[config.mk]
export PLATFORM = sky130hd
export DESIGN_NAME = lsu
export DESIGN_NICKNAME = d
export VERILOG_FILES = /design/src/lsu_ops_pkg.sv /design/src/lsu_tag_pkg.sv /design/src/lsu_id.sv /design/src/lsu_lq.sv /design/src/lsu_sq.sv /design/src/lsu.sv
export VERILOG_INCLUDE_DIRS = /design/src /design/src/src
export SDC_FILE = /design/constraint.sdc
export NUM_CORES = 2
export LEC_CHECK = 0
export BUFFER_PORTS_ARGS = -buffer_cell sky130_fd_sc_hd__buf_2
export CORE_ASPECT_RATIO = 1.1
export CORE_MARGIN = 5
export CORE_UTILIZATION = 50
export DETAILED_ROUTE_END_ITERATION = 8
export GPL_ROUTABILITY_DRIVEN = 0
export PLACE_DENSITY = 0.66
export SLEW_MARGIN = 0
export SYNTH_ARGS = -nofsm -noshare
export SYNTH_HDL_FRONTEND = slang
export SYNTH_SLANG_ARGS = --single-unit
export TNS_END_PERCENT = 10
[constraint.sdc]
create_clock -name clk -period 9 [get_ports clk]
set_input_delay 1.8 -clock clk [delete_from_list [all_inputs] [get_ports clk]]
set_output_delay 1.8 -clock clk [all_outputs]
set_load 0.02 [all_outputs]
[src/lsu_params.svh]
// Width and depth macros shared by the LSU packages and modules
`ifndef LSU_PARAMS_SVH
`define LSU_PARAMS_SVH

// Byte address width of a load or store
`define LSU_ADDR_W 32

// Width of the store data word written to memory
`define LSU_DATA_W 32

// ROB tag width, which sets the number of ops in flight in the core
`define LSU_TAG_W 6

// Number of load queue slots
`define LSU_LQ_DEPTH 8

// Number of store queue entries, kept a power of two for pointer wrap
`define LSU_SQ_DEPTH 8

`endif

[src/lsu_ops_pkg.sv]
// LSU operation package with the function enum and access size helpers
package lsu_ops_pkg;

    // Loads use codes below 8 and stores set bit 3
    typedef enum logic [3:0] {
        LB  = 4'd0,
        LH  = 4'd1,
        LW  = 4'd2,
        LBU = 4'd3,
        LHU = 4'd4,
        SB  = 4'd8,
        SH  = 4'd9,
        SW  = 4'd10
    } lsu_func_t;

    // Bit 3 of the function code marks a store
    function automatic logic is_store(lsu_func_t func);
        return func[3];
    endfunction

    // Number of bytes touched by an access of the given function
    function automatic logic [2:0] access_bytes(lsu_func_t func);
        case (func)
            LB, LBU, SB: return 3'd1;
            LH, LHU, SH: return 3'd2;
            default:     return 3'd4;
        endcase
    endfunction

endpackage

[src/lsu_tag_pkg.sv]
// ROB bookkeeping package with the tag, load slot index and store pointer types
`include "lsu_params.svh"

package lsu_tag_pkg;

    // Tag that the ROB hands out with each op and uses again on retire
    typedef logic [`LSU_TAG_W-1:0] rob_tag_t;

    // Binary index of one load queue slot
    typedef logic [$clog2(`LSU_LQ_DEPTH)-1:0] lq_idx_t;

    // Store queue pointer, the top bit flips on each wrap
    // Equal indices with different wrap bits mean the queue is full
    typedef logic [$clog2(`LSU_SQ_DEPTH):0] sq_ptr_t;

endpackage

[src/lsu_id.sv]
// LSU dispatch that routes an issued op to the load queue or the store queue
`include "lsu_params.svh"

module lsu_id (
    // Op issued from the reservation station
    input  logic                      i_issue_en,
    input  lsu_ops_pkg::lsu_func_t    i_issue_func,
    input  lsu_tag_pkg::rob_tag_t     i_issue_tag,
    input  logic [`LSU_ADDR_W-1:0]    i_issue_addr,
    input  logic [`LSU_DATA_W-1:0]    i_issue_data,

    // Room indication from both queues
    input  logic                      i_lq_full,
    input  logic                      i_sq_full,

    output logic                      o_issue_stall,

    // Load queue allocation
    output logic                      o_lq_alloc_en,
    output lsu_tag_pkg::rob_tag_t     o_lq_alloc_tag,
    output logic [`LSU_ADDR_W-1:0]    o_lq_alloc_addr,

    // Store queue allocation
    output logic                      o_sq_alloc_en,
    output lsu_tag_pkg::rob_tag_t     o_sq_alloc_tag,
    output logic [`LSU_ADDR_W-1:0]    o_sq_alloc_addr,
    output logic [`LSU_DATA_W-1:0]    o_sq_alloc_data,
    output lsu_ops_pkg::lsu_func_t    o_sq_alloc_func
);

    // Class of the issued op
    logic issue_is_store;

    // Room left in the queue that the op targets
    logic target_full;

    assign issue_is_store = lsu_ops_pkg::is_store(i_issue_func);

    // Only the queue that would take the op can hold it back
    assign target_full = issue_is_store ? i_sq_full : i_lq_full;

    // The stall is only raised against a live issue strobe
    assign o_issue_stall = i_issue_en && target_full;

    // An accepted op raises exactly one enable
    assign o_lq_alloc_en = i_issue_en && !issue_is_store && !i_lq_full;
    assign o_sq_alloc_en = i_issue_en && issue_is_store && !i_sq_full;

    // Payload fans out to both queues, the enables decide who takes it
    assign o_lq_alloc_tag  = i_issue_tag;
    assign o_lq_alloc_addr = i_issue_addr;

    assign o_sq_alloc_tag  = i_issue_tag;
    assign o_sq_alloc_addr = i_issue_addr;
    assign o_sq_alloc_data = i_issue_data;
    assign o_sq_alloc_func = i_issue_func;

endmodule

[src/lsu_lq.sv]
// Load queue that holds loads until retire and flags loads hit by a draining store
`include "lsu_params.svh"

module lsu_lq (
    input  logic                      clk,
    input  logic                      n_rst,
    input  logic                      i_flush,

    output logic                      o_full,

    // New load from dispatch
    input  logic                      i_alloc_en,
    input  lsu_tag_pkg::rob_tag_t     i_alloc_tag,
    input  logic [`LSU_ADDR_W-1:0]    i_alloc_addr,

    // Store leaving the store queue towards memory
    input  logic                      i_sq_retire_en,
    input  logic [`LSU_ADDR_W-1:0]    i_sq_retire_addr,
    input  lsu_ops_pkg::lsu_func_t    i_sq_retire_func,

    // Retire port from the ROB
    input  logic                      i_rob_retire_en,
    input  lsu_tag_pkg::rob_tag_t     i_rob_retire_tag,
    output logic                      o_rob_retire_mis_speculated
);

    localparam int DEPTH = `LSU_LQ_DEPTH;

    // Per slot load address and ROB tag
    logic [`LSU_ADDR_W-1:0]  slot_addr [DEPTH];
    lsu_tag_pkg::rob_tag_t   slot_tag  [DEPTH];

    // Per slot state, valid marks an occupied slot
    logic [DEPTH-1:0] slot_valid;
    logic [DEPTH-1:0] slot_mis;

    // One-hot vectors over the slots
    logic [DEPTH-1:0] empty_vec;
    logic [DEPTH-1:0] alloc_sel;
    logic [DEPTH-1:0] retire_sel;
    logic [DEPTH-1:0] hit_sel;

    logic allocating;
    logic retire_hit;

    lsu_tag_pkg::lq_idx_t retire_idx;

    // Byte range written by the draining store, one bit wider to avoid wrap
    logic [`LSU_ADDR_W:0] st_start;
    logic [`LSU_ADDR_W:0] st_end;

    assign empty_vec = ~slot_valid;
    assign o_full    = ~|empty_vec;

    // Lowest empty slot, isolated by clearing all higher set bits
    assign alloc_sel  = empty_vec & ~(empty_vec - 1'b1);
    assign allocating = i_alloc_en && !o_full && !i_flush;

    // Store window is [addr, addr + bytes)
    assign st_start = {1'b0, i_sq_retire_addr};
    assign st_end   = st_start
                    + {{(`LSU_ADDR_W - 2){1'b0}}, lsu_ops_pkg::access_bytes(i_sq_retire_func)};

    always_comb begin
        for (int i = 0; i < DEPTH; i++) begin
            // A retiring tag can only match an occupied slot
            retire_sel[i] = slot_valid[i] && (slot_tag[i] == i_rob_retire_tag);
            // Load address falls inside the bytes the store writes
            hit_sel[i] = slot_valid[i]
                       && ({1'b0, slot_addr[i]} >= st_start)
                       && ({1'b0, slot_addr[i]} < st_end);
        end
    end

    // Turn the one-hot retire select into a slot number
    always_comb begin
        retire_idx = '0;
        for (int i = 0; i < DEPTH; i++) begin
            if (retire_sel[i]) begin
                retire_idx = retire_idx | lsu_tag_pkg::lq_idx_t'(i);
            end
        end
    end

    assign retire_hit = |retire_sel;

    // Flag reported back while the slot is still held, before the retire edge
    assign o_rob_retire_mis_speculated = retire_hit && slot_mis[retire_idx];

    // Slot state, flush empties the whole queue
    always_ff @(posedge clk or negedge n_rst) begin
        if (!n_rst) begin
            slot_valid <= '0;
            slot_mis   <= '0;
        end else begin
            for (int i = 0; i < DEPTH; i++) begin
                if (i_flush) begin
                    slot_valid[i] <= 1'b0;
                end else if (allocating && alloc_sel[i]) begin
                    slot_valid[i] <= 1'b1;
                end else if (i_rob_retire_en && retire_sel[i]) begin
                    slot_valid[i] <= 1'b0;
                end

                // A new load starts clean, a drain marks every valid overlap
                if (allocating && alloc_sel[i]) begin
                    slot_mis[i] <= 1'b0;
                end else if (i_sq_retire_en && hit_sel[i]) begin
                    slot_mis[i] <= 1'b1;
                end
            end
        end
    end

    // Address and tag only change when the slot is taken
    always_ff @(posedge clk) begin
        for (int i = 0; i < DEPTH; i++) begin
            if (allocating && alloc_sel[i]) begin
                slot_addr[i] <= i_alloc_addr;
                slot_tag[i]  <= i_alloc_tag;
            end
        end
    end

    // ROB tags are unique, so two slots never hold the retiring tag
    a_one_retire_slot: assert property (
        @(posedge clk) disable iff (!n_rst)
        i_rob_retire_en |-> $onehot0(retire_sel)
    ) else $error("lsu_lq: retiring tag found in more than one slot");

    // Dispatch must have stalled a load that finds the queue full
    a_no_alloc_full: assert property (
        @(posedge clk) disable iff (!n_rst)
        i_alloc_en |-> !o_full
    ) else $error("lsu_lq: allocation while full");

endmodule

[src/lsu_sq.sv]
// In-order store queue that commits stores on retire and drains them to memory
`include "lsu_params.svh"

module lsu_sq (
    input  logic                      clk,
    input  logic                      n_rst,
    input  logic                      i_flush,

    output logic                      o_full,

    // New store from dispatch
    input  logic                      i_alloc_en,
    input  lsu_tag_pkg::rob_tag_t     i_alloc_tag,
    input  logic [`LSU_ADDR_W-1:0]    i_alloc_addr,
    input  logic [`LSU_DATA_W-1:0]    i_alloc_data,
    input  lsu_ops_pkg::lsu_func_t    i_alloc_func,

    // Retire port from the ROB
    input  logic                      i_rob_retire_en,
    input  lsu_tag_pkg::rob_tag_t     i_rob_retire_tag,

    // Memory write port, one write accepted every cycle
    output logic                      o_mem_wr_en,
    output logic [`LSU_ADDR_W-1:0]    o_mem_wr_addr,
    output logic [`LSU_DATA_W-1:0]    o_mem_wr_data,
    output lsu_ops_pkg::lsu_func_t    o_mem_wr_func
);

    localparam int DEPTH = `LSU_SQ_DEPTH;
    localparam int IDX_W = $clog2(DEPTH);

    // Entry payload
    logic [`LSU_ADDR_W-1:0]  ent_addr [DEPTH];
    logic [`LSU_DATA_W-1:0]  ent_data [DEPTH];
    lsu_ops_pkg::lsu_func_t  ent_func [DEPTH];
    lsu_tag_pkg::rob_tag_t   ent_tag  [DEPTH];

    // Entry state, committed means the ROB has retired the store
    logic [DEPTH-1:0] ent_valid;
    logic [DEPTH-1:0] ent_committed;

    // Head is the oldest store, tail is the next free entry
    lsu_tag_pkg::sq_ptr_t head;
    lsu_tag_pkg::sq_ptr_t tail;

    logic [IDX_W-1:0] head_idx;
    logic [IDX_W-1:0] tail_idx;

    logic [DEPTH-1:0] commit_hit;
    logic [DEPTH-1:0] keep_vec;

    // Number of entries that survive a flush
    lsu_tag_pkg::sq_ptr_t keep_cnt;

    logic allocating;
    logic draining;

    assign head_idx = head[IDX_W-1:0];
    assign tail_idx = tail[IDX_W-1:0];

    // Same index with opposite wrap bits
    assign o_full = (head[IDX_W] != tail[IDX_W]) && (head_idx == tail_idx);

    assign allocating = i_alloc_en && !o_full && !i_flush;
    assign draining   = ent_valid[head_idx] && ent_committed[head_idx];

    always_comb begin
        keep_cnt = '0;
        for (int i = 0; i < DEPTH; i++) begin
            // Retire commits the one pending store carrying the tag
            commit_hit[i] = i_rob_retire_en && ent_valid[i] && !ent_committed[i]
                          && (ent_tag[i] == i_rob_retire_tag);
            // Stores committed by now or at this edge outlive a flush
            keep_vec[i] = ent_valid[i] && (ent_committed[i] || commit_hit[i]);
            keep_cnt    = keep_cnt + lsu_tag_pkg::sq_ptr_t'(keep_vec[i]);
        end
    end

    // Head entry goes straight to memory once committed
    assign o_mem_wr_en   = draining;
    assign o_mem_wr_addr = ent_addr[head_idx];
    assign o_mem_wr_data = ent_data[head_idx];
    assign o_mem_wr_func = ent_func[head_idx];

    always_ff @(posedge clk or negedge n_rst) begin
        if (!n_rst) begin
            head          <= '0;
            tail          <= '0;
            ent_valid     <= '0;
            ent_committed <= '0;
        end else begin
            if (draining) begin
                head <= head + 1'b1;
            end

            // Committed stores form a run from the head, so the tail lands
            // just past the last one
            if (i_flush) begin
                tail <= head + keep_cnt;
            end else if (allocating) begin
                tail <= tail + 1'b1;
            end

            for (int i = 0; i < DEPTH; i++) begin
                if (draining && (i == int'(head_idx))) begin
                    ent_valid[i]     <= 1'b0;
                    ent_committed[i] <= 1'b0;
                end else if (i_flush) begin
                    ent_valid[i]     <= keep_vec[i];
                    ent_committed[i] <= keep_vec[i];
                end else if (allocating && (i == int'(tail_idx))) begin
                    ent_valid[i]     <= 1'b1;
                    ent_committed[i] <= 1'b0;
                end else if (commit_hit[i]) begin
                    ent_committed[i] <= 1'b1;
                end
            end
        end
    end

    always_ff @(posedge clk) begin
        if (allocating) begin
            ent_addr[tail_idx] <= i_alloc_addr;
            ent_data[tail_idx] <= i_alloc_data;
            ent_func[tail_idx] <= i_alloc_func;
            ent_tag[tail_idx]  <= i_alloc_tag;
        end
    end

    // A drain only comes from a queue that the pointers show as occupied
    a_drain_valid: assert property (
        @(posedge clk) disable iff (!n_rst)
        o_mem_wr_en |-> (head != tail)
    ) else $error("lsu_sq: drain from an empty queue");

    // Dispatch must have stalled a store that finds the queue full
    a_no_alloc_full: assert property (
        @(posedge clk) disable iff (!n_rst)
        i_alloc_en |-> !o_full
    ) else $error("lsu_sq: allocation while full");

endmodule

[src/lsu.sv]
// LSU top level joining dispatch, load queue and store queue
`include "lsu_params.svh"

module lsu (
    input  logic                      clk,
    input  logic                      n_rst,
    input  logic                      i_flush,

    // Issue port from the reservation station
    input  logic                      i_issue_en,
    input  lsu_ops_pkg::lsu_func_t    i_issue_func,
    input  lsu_tag_pkg::rob_tag_t     i_issue_tag,
    input  logic [`LSU_ADDR_W-1:0]    i_issue_addr,
    input  logic [`LSU_DATA_W-1:0]    i_issue_data,
    output logic                      o_issue_stall,

    // ROB retire port
    input  logic                      i_rob_retire_en,
    input  lsu_tag_pkg::rob_tag_t     i_rob_retire_tag,
    output logic                      o_rob_retire_mis_speculated,

    // Memory write port
    output logic                      o_mem_wr_en,
    output logic [`LSU_ADDR_W-1:0]    o_mem_wr_addr,
    output logic [`LSU_DATA_W-1:0]    o_mem_wr_data,
    output lsu_ops_pkg::lsu_func_t    o_mem_wr_func
);

    logic                      lq_alloc_en;
    lsu_tag_pkg::rob_tag_t     lq_alloc_tag;
    logic [`LSU_ADDR_W-1:0]    lq_alloc_addr;
    logic                      lq_full;

    logic                      sq_alloc_en;
    lsu_tag_pkg::rob_tag_t     sq_alloc_tag;
    logic [`LSU_ADDR_W-1:0]    sq_alloc_addr;
    logic [`LSU_DATA_W-1:0]    sq_alloc_data;
    lsu_ops_pkg::lsu_func_t    sq_alloc_func;
    logic                      sq_full;

    lsu_id u_id (
        .i_issue_en      (i_issue_en),
        .i_issue_func    (i_issue_func),
        .i_issue_tag     (i_issue_tag),
        .i_issue_addr    (i_issue_addr),
        .i_issue_data    (i_issue_data),
        .i_lq_full       (lq_full),
        .i_sq_full       (sq_full),
        .o_issue_stall   (o_issue_stall),
        .o_lq_alloc_en   (lq_alloc_en),
        .o_lq_alloc_tag  (lq_alloc_tag),
        .o_lq_alloc_addr (lq_alloc_addr),
        .o_sq_alloc_en   (sq_alloc_en),
        .o_sq_alloc_tag  (sq_alloc_tag),
        .o_sq_alloc_addr (sq_alloc_addr),
        .o_sq_alloc_data (sq_alloc_data),
        .o_sq_alloc_func (sq_alloc_func)
    );

    // The store write to memory doubles as the overlap probe for loads
    lsu_lq u_lq (
        .clk                         (clk),
        .n_rst                       (n_rst),
        .i_flush                     (i_flush),
        .o_full                      (lq_full),
        .i_alloc_en                  (lq_alloc_en),
        .i_alloc_tag                 (lq_alloc_tag),
        .i_alloc_addr                (lq_alloc_addr),
        .i_sq_retire_en              (o_mem_wr_en),
        .i_sq_retire_addr            (o_mem_wr_addr),
        .i_sq_retire_func            (o_mem_wr_func),
        .i_rob_retire_en             (i_rob_retire_en),
        .i_rob_retire_tag            (i_rob_retire_tag),
        .o_rob_retire_mis_speculated (o_rob_retire_mis_speculated)
    );

    lsu_sq u_sq (
        .clk              (clk),
        .n_rst            (n_rst),
        .i_flush          (i_flush),
        .o_full           (sq_full),
        .i_alloc_en       (sq_alloc_en),
        .i_alloc_tag      (sq_alloc_tag),
        .i_alloc_addr     (sq_alloc_addr),
        .i_alloc_data     (sq_alloc_data),
        .i_alloc_func     (sq_alloc_func),
        .i_rob_retire_en  (i_rob_retire_en),
        .i_rob_retire_tag (i_rob_retire_tag),
        .o_mem_wr_en      (o_mem_wr_en),
        .o_mem_wr_addr    (o_mem_wr_addr),
        .o_mem_wr_data    (o_mem_wr_data),
        .o_mem_wr_func    (o_mem_wr_func)
    );

endmodule

==> reports/results.ini <==
[clocking]
cts_root_buffer = clkbuf_16
cts_sinks = 936
post-cts-setup-buffer-count = 0
cts-resized-gates = 0
clkLatencyLatePin_ps = 690
htreeDepth = 3
cts.clk_slew.worst_paths_ps = 60
holdBufCountCts = 0
cts_buffer_depth = 3
cts_made_buffers = 97
cts_tree = built

[route]
ant_nets = 0
wire_per_inst_um = 26.0
detail_route.first_pass.iterations = 5
via_count = 28250
drt_iter0_markers = 2199
wl_um = 121000
drcViolationCount = 0
viasPerCell = 6.09

[synthesis]
ys.flop_type = edfxtp_1
synthMuxAreaShare = 0.0751
synth_edf_count = 896
synth_compound_area_frac = 0.0746
synth_xor_area_frac = 0.0257
syn-cell-area_um2 = 46400
synth-simple-area-share = 0.0650
yosys_register_bits = 936
syn-num-nets = 3658
synth_cells = 3048
ys_types = 81
synthArstFlopShare = 0.0427
synth_area_leader_cell = edfxtp_1
yosys_warnings = 0
yosysSeqAreaShare = 0.601
synth_top_family_by_area = adder cells
synth_adder_area_share = 0.144
synth_area_per_cell_um2 = 15.2
synthTopCellsByArea = edfxtp_1, ha_1, mux4_2
synth_top_area_frac = 0.580

[final_layout]
layout_common_cells = edfxtp_1, ha_1, nand2_1
final_common_cell = edfxtp_1
fill_cells = 7153
fin_nets = 3908
fin_area_um2 = 52300
areaGrowthSynthToFinish_pct = 12.7
fin_cells = 4635
drive_above_1_share = 0.167
final_core_util = 0.566

[worst_setup_path]
cp.required_ps = 9560
cp.arrival_ps = 8230
worstReg2RegStart = u_sq.head[0]
start_kind = register
crit_chain = buf_4 -> mux4_2 -> nand2_1 -> nand2_1 -> nor2_1 -> nor2_1 -> ha_1 -> a21oi_1 -> a21oi_1 -> a21boi_0 -> and3_1 -> nand2_1 -> xnor2_1 -> ha_1 -> a21o_1 -> a211oi_1 -> o21ai_0 -> a211oi_1 -> o21ai_0 -> a221o_1 -> maj3_2 -> a41o_1 -> a211oi_1
crit_path_max_incr_delay_ps = 780
critPathTopFamily = compound AO/OA/AOI/OAI gates
r2r_setup_slack_ps = 1330
r2r.worst_path.cells = 23
crit_type = reg -> reg
crit_slowest_cell = xnor2_1
r2r_end = u_lq.slot_mis[3]
path_buf_inv = 1
crit_path_end_kind = register
cp_max_fo = 25

[min_path]
hp-start = u_sq.head[3]
holdPathStages = 1
whs_endpoint = u_sq.head[3]
hold_path_class = reg -> reg

[timing]
rsz0062_at_grt = false
setup_tns_ps = 0
drv_slew = 0
relSlewSlack = 0.131
tightest_slew_ps = 1290
fin_crit_ps = 7670
max_freq_mhz = 130
setup_viol = 0
fin_skew_ps = 46.7
final-hold-violation-count = 0
post-route-period-util = 0.853

[floorplanning]
core_area_um2 = 92400
start_util = 0.502
design.die.area_um2 = 99000
ioPinCount = 156
die_w_um = 300
dieHeight_um = 329
rows = 117

[grt]
overflow = 0
grtUsageTotal = 0.241
grt_pass1_wl_um = 180000
grt_max_degree = 56
antenna_found_initial = 10
first_global_vias = 29761

[power_and_ir_drop]
power.leakage_uw = 0.0197
powerDensity_nw_per_um2 = 203
vdd_ir_drop_max_v = 0.000173
power.total_uw = 10600

[placement]
hpwl_um = 81800
dp.cells = 4448
io_buffers = 155
postPlaceCellArea_um2 = 49000

[outcome]
status = completed

[run]
maxCapViolations = 0

[where the power goes]
part / internal, uW / switching (uW)
combinational: 639 / 997
clock: 2350 / 1760
sequential: 4820 / 33.4
[cell type report]
class                   instances  area, um^2  share of cell area
diodes                          4        10.0            0.000191
repair buffers                226        1310              0.0250
well taps                    1249        1560              0.0299
multi-input cells            1967       17900               0.343
inverters                      70         265             0.00507
clock inverters                69         768              0.0147
clock buffers                 114        2550              0.0488
flip-flops and latches        936       27900               0.534
[worst max path at each step]
| stage | start | to | slack [ps] | cells past startpoint |
|---|---|---|---|---|
| after floorplan | i_issue_en | u_sq.ent_addr[4][0] | 870 | 5 |
| after global placement | u_sq.head[0] | u_lq.slot_mis[0] | 1620 | 22 |
| after detailed placement | u_sq.head[0] | u_lq.slot_mis[3] | 1450 | 23 |
| after CTS | u_sq.head[0] | u_lq.slot_mis[3] | 1340 | 23 |
| after global routing | u_sq.head[0] | u_lq.slot_mis[3] | 740 | 23 |
| final | u_sq.head[0] | u_lq.slot_mis[3] | 1330 | 23 |
[cell usage after synthesis (40+ instances only)]
cell type,instances
dfrtp_1,40
nand3_1,45
inv_1,67
ha_1,520
nand4_1,66
edfxtp_1,896
nor2_1,67
a211oi_1,46
a21o_1,113
nor3_1,40
a21oi_1,149
nand2_1,223
xor2_1,52
mux4_2,125
o21ai_0,113
xnor2_1,84
[metal layers]
layer  track usage  vias up  routed length [um]
met5             0        -                  52
met4        0.0853        8                4600
met3        0.0413      260                7230
met2         0.412      932               59500
met1         0.313    14378               49200
li1              -    12672                   -
[through the flow]
stage	worst slack (ps)	hold slack [ps]
finish	1330	552
floorplan	867	452
global route	741	573
detailed placement	1450	547
global placement	1620	517
CTS	1340	565
[flip-flops by register name, indices dropped and copies added (netlist names)]
name and cells:
u_sq.ent_addr 256, u_lq.slot_valid 8, u_lq.slot_tag 48, u_lq.slot_mis 8, u_sq.ent_tag 48, u_sq.ent_func 32, u_sq.ent_committed 8, u_sq.ent_valid 8
u_sq.head 4, u_sq.ent_data 256, u_sq.tail 4, u_lq.slot_addr 256
[kinds of logic after synthesis]
family | after synthesis
and+or+nand+nor | 598
buffers and inverters | 145
AOI/OAI and AO/OA | 534
DFF | 936
xor gates and xnor gates | 136
adders and majority gates | 530
muxes | 169
No activity file was read; power rests on OpenSTA's default activity.
